===== config.mk =====
export PLATFORM = sky130hd
export DESIGN_NAME = gameHudTop
export DESIGN_NICKNAME = d
export VERILOG_FILES = /design/src/common/hudPkg.sv /design/src/common/scoreIf.sv /design/src/hud/levelHud.sv /design/src/hud/scoreHud.sv /design/src/rtl/enemySpawner.sv /design/src/rtl/gameHudTop.sv /design/src/rtl/hudOverlay.sv /design/src/rtl/scoreKeeper.sv
export SDC_FILE = /design/constraint.sdc
export NUM_CORES = 1
export LEC_CHECK = 0
export BUFFER_PORTS_ARGS = -buffer_cell sky130_fd_sc_hd__buf_2
export CAP_MARGIN = 5
export CORE_UTILIZATION = 44
export CTS_CLUSTER_DIAMETER = 100
export DETAILED_ROUTE_END_ITERATION = 16
export PLACE_DENSITY = 0.7
export SYNTH_ARGS = -nofsm -noshare
export SYNTH_HDL_FRONTEND = slang
export SYNTH_SLANG_ARGS = --single-unit
export TNS_END_PERCENT = 20

===== constraint.sdc =====
create_clock -name Clk -period 8.5 [get_ports Clk]
set_clock_uncertainty 0.05 [all_clocks]
set_input_delay 1.7 -clock Clk [delete_from_list [all_inputs] [get_ports Clk]]
set_output_delay 1.7 -clock Clk [all_outputs]
set_load 0.005 [all_outputs]

===== src/common/hudPkg.sv =====
package hudPkg;

    typedef logic [8:0]  pixelT;
    typedef logic [9:0]  scoreT;
    typedef logic [3:0]  levelT;
    typedef logic [3:0]  bcdDigitT;
    typedef logic [9:0]  respawnT;
    typedef logic [14:0] spriteAddrT;
    typedef logic [3:0]  pointsT;
    typedef logic [3:0]  glyphT;

    // every glyph in the sprite ROM is one 20 x 25 block, stored row by row.
    localparam int    GlyphWidth  = 20;
    localparam int    GlyphHeight = 25;
    localparam int    GlyphSize   = GlyphWidth * GlyphHeight;
    localparam glyphT GlyphL      = 4'd10; // digits 0 to 9 come first.
    localparam int    MaxScore    = 999;

    typedef enum logic {
        SpawnIdle,
        SpawnCount
    } spawnStateT;

    // true when the pixel lies inside the glyph box whose top-left corner is x0, y0.
    function automatic logic inBox(input pixelT px, input pixelT py,
                                   input pixelT x0, input pixelT y0);
        return (px >= x0) && (int'(px) < int'(x0) + GlyphWidth) &&
               (py >= y0) && (int'(py) < int'(y0) + GlyphHeight);
    endfunction

    function automatic spriteAddrT glyphAddr(input glyphT glyph, input pixelT dx,
                                             input pixelT dy);
        return spriteAddrT'(int'(glyph) * GlyphSize + int'(dy) * GlyphWidth + int'(dx));
    endfunction

endpackage


===== src/common/scoreIf.sv =====
// score bundle shared by the keeper and the two HUD drawers.
interface scoreIf;

    hudPkg::scoreT    total;
    hudPkg::bcdDigitT hundreds;
    hudPkg::bcdDigitT tens;
    hudPkg::bcdDigitT ones;

    modport keeper (
        output total,
        output hundreds,
        output tens,
        output ones
    );

    modport viewer (
        input total,
        input hundreds,
        input tens,
        input ones
    );

endinterface


===== src/hud/levelHud.sv =====
module levelHud #(
    parameter hudPkg::pixelT LabelX = 267,
    parameter hudPkg::pixelT LabelY = 26,
    parameter hudPkg::pixelT DigitX = 287,
    parameter hudPkg::pixelT DigitY = 24
) (
    scoreIf.viewer              score,
    input  hudPkg::pixelT       PixelX,
    input  hudPkg::pixelT       PixelY,
    output hudPkg::levelT       gameLevel,
    output hudPkg::respawnT     respawnUnitTime,
    output logic                levelHit,
    output hudPkg::spriteAddrT  levelAddress
);

    // level steps up at fixed score thresholds, anything past 99 jumps to 9.
    always_comb begin
        gameLevel = 4'd9;
        if (score.total <= 10'd10) begin
            gameLevel = 4'd1;
        end else if (score.total <= 10'd15) begin
            gameLevel = 4'd2;
        end else if (score.total <= 10'd30) begin
            gameLevel = 4'd3;
        end else if (score.total <= 10'd55) begin
            gameLevel = 4'd4;
        end else if (score.total <= 10'd75) begin
            gameLevel = 4'd5;
        end else if (score.total <= 10'd99) begin
            gameLevel = 4'd6;
        end
    end

    always_comb begin
        case (gameLevel)
            4'd1: respawnUnitTime = 10'd70;
            4'd2: respawnUnitTime = 10'd40;
            4'd3: respawnUnitTime = 10'd25;
            4'd4: respawnUnitTime = 10'd15;
            4'd5: respawnUnitTime = 10'd10;
            4'd6: respawnUnitTime = 10'd5;
            default: respawnUnitTime = 10'd5; // level 9 keeps the fastest pace.
        endcase
    end

    always_comb begin
        levelHit     = 1'b0;
        levelAddress = '0;
        if (hudPkg::inBox(PixelX, PixelY, LabelX, LabelY)) begin
            levelHit     = 1'b1;
            levelAddress = hudPkg::glyphAddr(hudPkg::GlyphL, PixelX - LabelX,
                                             PixelY - LabelY);
        end else if (hudPkg::inBox(PixelX, PixelY, DigitX, DigitY)) begin
            levelHit     = 1'b1; // the level number is its own glyph index.
            levelAddress = hudPkg::glyphAddr(gameLevel, PixelX - DigitX,
                                             PixelY - DigitY);
        end
    end

endmodule


===== src/hud/scoreHud.sv =====
module scoreHud #(
    parameter hudPkg::pixelT ScoreX = 20,
    parameter hudPkg::pixelT ScoreY = 24
) (
    scoreIf.viewer              score,
    input  hudPkg::pixelT       PixelX,
    input  hudPkg::pixelT       PixelY,
    output logic                scoreHit,
    output hudPkg::spriteAddrT  scoreAddress
);

    // the three digit boxes sit side by side with no gap between them.
    localparam hudPkg::pixelT TensX = hudPkg::pixelT'(int'(ScoreX) + hudPkg::GlyphWidth);
    localparam hudPkg::pixelT OnesX = hudPkg::pixelT'(int'(ScoreX) + 2 * hudPkg::GlyphWidth);

    hudPkg::pixelT dy;

    assign dy = PixelY - ScoreY; // all three boxes share one row.

    always_comb begin
        scoreHit     = 1'b0;
        scoreAddress = '0;
        if (hudPkg::inBox(PixelX, PixelY, ScoreX, ScoreY)) begin
            scoreHit     = 1'b1;
            scoreAddress = hudPkg::glyphAddr(score.hundreds, PixelX - ScoreX, dy);
        end else if (hudPkg::inBox(PixelX, PixelY, TensX, ScoreY)) begin
            scoreHit     = 1'b1;
            scoreAddress = hudPkg::glyphAddr(score.tens, PixelX - TensX, dy);
        end else if (hudPkg::inBox(PixelX, PixelY, OnesX, ScoreY)) begin
            scoreHit     = 1'b1;
            scoreAddress = hudPkg::glyphAddr(score.ones, PixelX - OnesX, dy);
        end
    end

endmodule


===== src/rtl/enemySpawner.sv =====
module enemySpawner (
    input  logic            Clk,
    input  logic            arstN,
    input  logic            gameActive,
    input  logic            frameStart,
    input  hudPkg::respawnT respawnUnitTime,
    output logic            spawnPulse
);

    hudPkg::spawnStateT state;
    hudPkg::respawnT    frameCount;
    hudPkg::respawnT    nextCount;

    assign nextCount = frameCount + 10'd1;

    always_ff @(posedge Clk or negedge arstN) begin
        if (!arstN) begin
            state      <= hudPkg::SpawnIdle;
            frameCount <= '0;
            spawnPulse <= 1'b0;
        end else begin
            spawnPulse <= 1'b0;
            case (state)
                hudPkg::SpawnIdle: begin
                    frameCount <= '0;
                    if (gameActive) begin
                        state <= hudPkg::SpawnCount;
                    end
                end
                hudPkg::SpawnCount: begin
                    if (!gameActive) begin
                        state      <= hudPkg::SpawnIdle;
                        frameCount <= '0;
                    end else if (frameStart) begin
                        // "or more" so a shorter interval after a level rise fires at once.
                        if (nextCount >= respawnUnitTime) begin
                            spawnPulse <= 1'b1;
                            frameCount <= '0;
                        end else begin
                            frameCount <= nextCount;
                        end
                    end
                end
                default: begin
                    state      <= hudPkg::SpawnIdle;
                    frameCount <= '0;
                end
            endcase
        end
    end

    // spawns are at least one frame apart, never back to back.
    aSinglePulse: assert property (@(posedge Clk) disable iff (!arstN)
        spawnPulse |=> !spawnPulse);

endmodule


===== src/rtl/gameHudTop.sv =====
module gameHudTop #(
    parameter hudPkg::pixelT LabelX = 267,
    parameter hudPkg::pixelT LabelY = 26,
    parameter hudPkg::pixelT DigitX = 287,
    parameter hudPkg::pixelT DigitY = 24,
    parameter hudPkg::pixelT ScoreX = 20,
    parameter hudPkg::pixelT ScoreY = 24
) (
    input  logic               Clk,
    input  logic               arstN,
    input  hudPkg::pixelT      PixelX,
    input  hudPkg::pixelT      PixelY,
    input  logic               pointsValid,
    input  hudPkg::pointsT     points,
    input  logic               frameStart,
    input  logic               gameActive,
    output logic               isObj,
    output hudPkg::spriteAddrT objAddress,
    output hudPkg::levelT      gameLevel,
    output hudPkg::respawnT    respawnUnitTime,
    output hudPkg::scoreT      scoreTotal,
    output logic               spawnPulse
);

    logic               levelHit;
    hudPkg::spriteAddrT levelAddress;
    logic               scoreHit;
    hudPkg::spriteAddrT scoreAddress;

    scoreIf score ();

    assign scoreTotal = score.total;

    scoreKeeper uScoreKeeper (
        .Clk         (Clk),
        .arstN       (arstN),
        .pointsValid (pointsValid),
        .points      (points),
        .score       (score.keeper)
    );

    levelHud #(
        .LabelX (LabelX),
        .LabelY (LabelY),
        .DigitX (DigitX),
        .DigitY (DigitY)
    ) uLevelHud (
        .score           (score.viewer),
        .PixelX          (PixelX),
        .PixelY          (PixelY),
        .gameLevel       (gameLevel),
        .respawnUnitTime (respawnUnitTime),
        .levelHit        (levelHit),
        .levelAddress    (levelAddress)
    );

    scoreHud #(
        .ScoreX (ScoreX),
        .ScoreY (ScoreY)
    ) uScoreHud (
        .score        (score.viewer),
        .PixelX       (PixelX),
        .PixelY       (PixelY),
        .scoreHit     (scoreHit),
        .scoreAddress (scoreAddress)
    );

    enemySpawner uEnemySpawner (
        .Clk             (Clk),
        .arstN           (arstN),
        .gameActive      (gameActive),
        .frameStart      (frameStart),
        .respawnUnitTime (respawnUnitTime),
        .spawnPulse      (spawnPulse)
    );

    hudOverlay uHudOverlay (
        .Clk          (Clk),
        .arstN        (arstN),
        .levelHit     (levelHit),
        .levelAddress (levelAddress),
        .scoreHit     (scoreHit),
        .scoreAddress (scoreAddress),
        .isObj        (isObj),
        .objAddress   (objAddress)
    );

endmodule


===== src/rtl/hudOverlay.sv =====
module hudOverlay (
    input  logic               Clk,
    input  logic               arstN,
    input  logic               levelHit,
    input  hudPkg::spriteAddrT levelAddress,
    input  logic               scoreHit,
    input  hudPkg::spriteAddrT scoreAddress,
    output logic               isObj,
    output hudPkg::spriteAddrT objAddress
);

    logic               mergedHit;
    hudPkg::spriteAddrT mergedAddress;

    // level glyphs win where the two areas would overlap.
    always_comb begin
        mergedHit     = levelHit | scoreHit;
        mergedAddress = '0;
        if (levelHit) begin
            mergedAddress = levelAddress;
        end else if (scoreHit) begin
            mergedAddress = scoreAddress;
        end
    end

    always_ff @(posedge Clk or negedge arstN) begin
        if (!arstN) begin
            isObj      <= 1'b0;
            objAddress <= '0;
        end else begin
            isObj      <= mergedHit;
            objAddress <= mergedAddress;
        end
    end

    // only glyphs 0 to 10 exist in the ROM.
    aAddrInRom: assert property (@(posedge Clk) disable iff (!arstN)
        isObj |-> int'(objAddress) < (int'(hudPkg::GlyphL) + 1) * hudPkg::GlyphSize);

endmodule


===== src/rtl/scoreKeeper.sv =====
module scoreKeeper (
    input  logic           Clk,
    input  logic           arstN,
    input  logic           pointsValid,
    input  hudPkg::pointsT points,
    scoreIf.keeper         score
);

    logic [10:0]      sumWide;
    logic [4:0]       onesSum;
    logic [4:0]       tensSum;
    logic [1:0]       onesCarry;
    logic             tensCarry;
    hudPkg::bcdDigitT onesNext;
    hudPkg::bcdDigitT tensNext;
    hudPkg::bcdDigitT hundredsNext;

    // BCD add in step with the binary one, so the HUD never has to divide.
    always_comb begin
        sumWide = {1'b0, score.total} + {7'd0, points};
        onesSum = {1'b0, score.ones} + {1'b0, points};
        if (onesSum >= 5'd20) begin
            onesNext  = hudPkg::bcdDigitT'(onesSum - 5'd20);
            onesCarry = 2'd2;
        end else if (onesSum >= 5'd10) begin
            onesNext  = hudPkg::bcdDigitT'(onesSum - 5'd10);
            onesCarry = 2'd1;
        end else begin
            onesNext  = hudPkg::bcdDigitT'(onesSum);
            onesCarry = 2'd0;
        end
        tensSum = {1'b0, score.tens} + {3'd0, onesCarry};
        if (tensSum >= 5'd10) begin
            tensNext  = hudPkg::bcdDigitT'(tensSum - 5'd10);
            tensCarry = 1'b1;
        end else begin
            tensNext  = hudPkg::bcdDigitT'(tensSum);
            tensCarry = 1'b0;
        end
        hundredsNext = score.hundreds + {3'd0, tensCarry}; // below 999 this cannot pass 9.
    end

    always_ff @(posedge Clk or negedge arstN) begin
        if (!arstN) begin
            score.total    <= '0;
            score.hundreds <= '0;
            score.tens     <= '0;
            score.ones     <= '0;
        end else if (pointsValid) begin
            if (sumWide >= 11'(hudPkg::MaxScore)) begin
                score.total    <= hudPkg::scoreT'(hudPkg::MaxScore);
                score.hundreds <= 4'd9;
                score.tens     <= 4'd9;
                score.ones     <= 4'd9;
            end else begin
                score.total    <= hudPkg::scoreT'(sumWide);
                score.hundreds <= hundredsNext;
                score.tens     <= tensNext;
                score.ones     <= onesNext;
            end
        end
    end

    aDigitsValid: assert property (@(posedge Clk) disable iff (!arstN)
        score.hundreds <= 4'd9 && score.tens <= 4'd9 && score.ones <= 4'd9 &&
        int'(score.total) <= hudPkg::MaxScore);

    // the decimal copy must always spell the binary total.
    aDigitsMatch: assert property (@(posedge Clk) disable iff (!arstN)
        int'(score.total) == int'(score.hundreds) * 100 + int'(score.tens) * 10 +
                             int'(score.ones));

endmodule


==> qor.yml <==
status:
  status: "finished, final reports clean"
yosys:
  synth-seq-area-share_pct: 12.2
  netlist_top_cells_area: "ha_1 25%, fa_1 12%, dfrtp_1 12%, xnor2_1 6.7%, inv_1 5.7%"
  async_flop_share_pct: 100
  avgSynthCellArea_um2: 8.62
  synth_top_area_share_pct: 24.6
  synth_top_family_by_area: "adder cells"
  synth_xor_area_share_pct: 10.5
  synthAdderAreaFrac_pct: 37.1
  synth_cell_types: 83
  syn_area_um2: 10300
  ys_seq_elements: 50
  synthCells: 1192
  synthSimpleGateAreaFrac_pct: 14.1
  synth.area.mux_share_pct: 0.902
  synth_edf_count: 0
  synth_compound_area_share_pct: 17.7
  yosys.area.top_type: "ha_1"
  ys.flop_type: "dfrtp_1"
  yosys_warnings: 0
global_route:
  grt.total_usage_pct: 21.9
  grt_max_degree: 51
  grt_overflow_total: 0
  grt_first_pass_wirelength_um: 41800
  antenna_found_initial: 0
  grt_pass1_vias: 8295
clock_network:
  cts-root-buf: "clkbuf_16"
  post_cts_buffers: 0
  clock-sinks: 50
  cts_resized: 0
  cts_tree: "yes"
  clk_pin_slew_ns: 0.08
  postCtsHoldBufs: 0
  cts_max_level: 2
  cts_buffers: 5
  clock_path_buffers: 2
  clkLatencyLatePin_ns: 0.31
sta:
  setup_viol: 0
  worst_slew_pin_slew_ns: 0.883
  rsz0062_at_grt: "false"
  hold_viol_final: 0
  tns_ns: 0
  fin_crit_sh_pct: 74.2
  slew_violations: 0
  slew-limit-headroom_pct: 40.8
  max_freq_ghz: 0.159
  finalCriticalPeriod_ns: 6.31
run:
  drv_cap: 0
die:
  ioPinCount: 68
  die_area_um2: 24000
  num_rows: 55
  core-area_um2: 22800
  die_h_um: 155
  die_x_um: 155
  initial_utilization_pct: 45.1
critical_path:
  path_max_fanout: 7
  cp.arrival_ns: 6.41
  reg2reg_depth: 22
  critical_path_class: "input port to flop"
  critPathLaunchType: "input port"
  reg2reg_to: "uHudOverlay.objAddress[14]"
  r2r-start: "uScoreKeeper.score.total[6]"
  reg2reg_slack_ns: 2.21
  required_ns: 8.60
  end_kind: "flop"
route:
  first_pass_iters: 5
  drcViolationCount: 0
  wl_um: 25300
  viasPerCell: 5.43
  antenna_left: 0
  drtIter0Drc: 511
  vias: 8445
  wl_per_cell_um: 16.3
hold_path:
  min_to: "uEnemySpawner.frameCount[5]"
  hold_path_depth: 1
  hold_class: "flop to flop"
  hp-start: "uEnemySpawner.frameCount[5]"
placement:
  gp_congestion: 0.926
  hpwl_um: 20900
  portBuffers: 64
cells_and_area:
  syn_to_final_growth_pct: 7.01
  final_layout_size_suffix_gt1_share_pct: 8.38
  fin_nets: 1533
  diodes: 0
[registers in the layout, summed over array words and instances (netlist names)]
signal,count
uEnemySpawner.frameCount,10
uEnemySpawner.spawnPulse,1
uEnemySpawner.state,1
uHudOverlay.isObj,1
uHudOverlay.objAddress,15
uScoreKeeper.score.hundreds,4
uScoreKeeper.score.ones,4
uScoreKeeper.score.tens,4
uScoreKeeper.score.total,10
[layer usage]
| metal | up-vias | global-route usage [%] | routed length (um) |
|---|---|---|---|
| met5 | - | 0 | 0 |
| met1 | 4012 | 29.1 | 11700 |
| met2 | 175 | 37.9 | 12200 |
| li1 | 4229 | - | - |
| met4 | 0 | 5.89 | 437 |
| met3 | 29 | 2.21 | 1040 |
[through the flow]
| stage | cell area [um^2] | std cells | hold WS (ns) | worst slack [ns] | utilization, % |
|---|---|---|---|---|---|
| CTS | 11000 | 1554 | 0.452 | 2.22 | 48.2 |
| global placement | 10800 | 1546 | 0.427 | 2.12 | 47.6 |
| detailed placement | 10800 | 1546 | 0.434 | 1.94 | 47.6 |
| floorplan | 10300 | 1194 | 0.416 | 2.80 | - |
| finish | 11000 | 1554 | 0.452 | 2.19 | 48.2 |
| global route | 11000 | 1554 | 0.478 | 1.66 | 48.2 |
[layout by cell type (no fill, tap or decap), drive strengths merged, types with 5 or more instances in the layout]
cell type,n
a21o,25
a31oi,15
ha,202
nand2b,14
nor2b,16
o211ai,18
or4,5
o21ai,47
o21a,6
o41ai,6
xnor2,78
inv,160
nor3,26
o21bai,5
nor2,73
xor2,44
clkbuf,5
nor4,5
and3,13
nand2,65
dfrtp,50
mux2i,7
and2,9
a32o,7
fa,64
buf,67
nand3,39
or3,6
or2,5
o2111ai,7
a21oi,83
[final cells by class]
cell class	instances	area, um^2
fillers	2181	11800
multi-input cells	958	8260
clock inverters	3	28.8
well taps	313	392
inverters	158	593
repair buffers	67	343
clock buffers	5	125
flip-flops and latches	50	1250
[worst max-delay path: stages]
cell and delay (ns):
buf_2 0.16, ha_1 0.29, xor2_2 0.24, inv_1 0.10, ha_1 0.29, ha_1 0.34
a21oi_1 0.11, xnor2_1 0.65, fa_1 0.54, ha_1 0.25, or3_1 0.35, a2111oi_0 0.59
o31ai_1 0.23, xor2_1 0.18, a21oi_1 0.24, o211ai_1 0.15
[worst max path at each step]
stage	from	cells after the start	end	slack (ns)
floorplan	PixelY[3]	16	uHudOverlay.objAddress[10]	2.80
global placement	PixelY[3]	16	uHudOverlay.objAddress[12]	2.12
detailed placement	PixelY[3]	16	uHudOverlay.objAddress[12]	1.94
CTS	uScoreKeeper.score.total[6]	22	uHudOverlay.objAddress[14]	2.22
global route	uScoreKeeper.score.total[4]	22	uHudOverlay.objAddress[14]	1.66
finish	PixelY[3]	16	uHudOverlay.objAddress[12]	2.19
[synth_stat cells (4+ instances only)]
cell       instances
fa_1              64
a31oi_1           15
nand3_1           39
or3_1              6
nand2_1           64
clkbuf_1           7
xor2_1            43
o211ai_1          18
ha_1             202
o21a_1             6
nor3_1            20
buf_2              9
a32o_1             7
o21bai_1           5
buf_6              6
inv_1            157
o31ai_1            4
nor2b_1           16
nand3b_1           4
nor3_2             6
xnor2_1           78
o2111ai_1          6
and3_1            13
buf_4              4
o31a_1             4
dfrtp_1           50
nor2_1            72
a21o_1            23
or4_1              4
mux2i_1            7
o21ai_0           44
and2_1             8
a21oi_1           83
o41ai_1            6
nand2b_1          14
[kinds of logic (layout without fill, tap and decap cells)]
group                      count (synthesis)  in the layout
and+or+nand+nor                          286            286
AOI/OAI and AO/OA                        272            272
adders and majority gates                266            266
buffers and inverters                    186            233
xor gates and xnor gates                 122            122
DFF                                       50             50
muxes                                      9              9
other                                      1              3
Power is not shown: default switching activity piles up to over one toggle a cycle in this logic, so the estimate is an artifact.
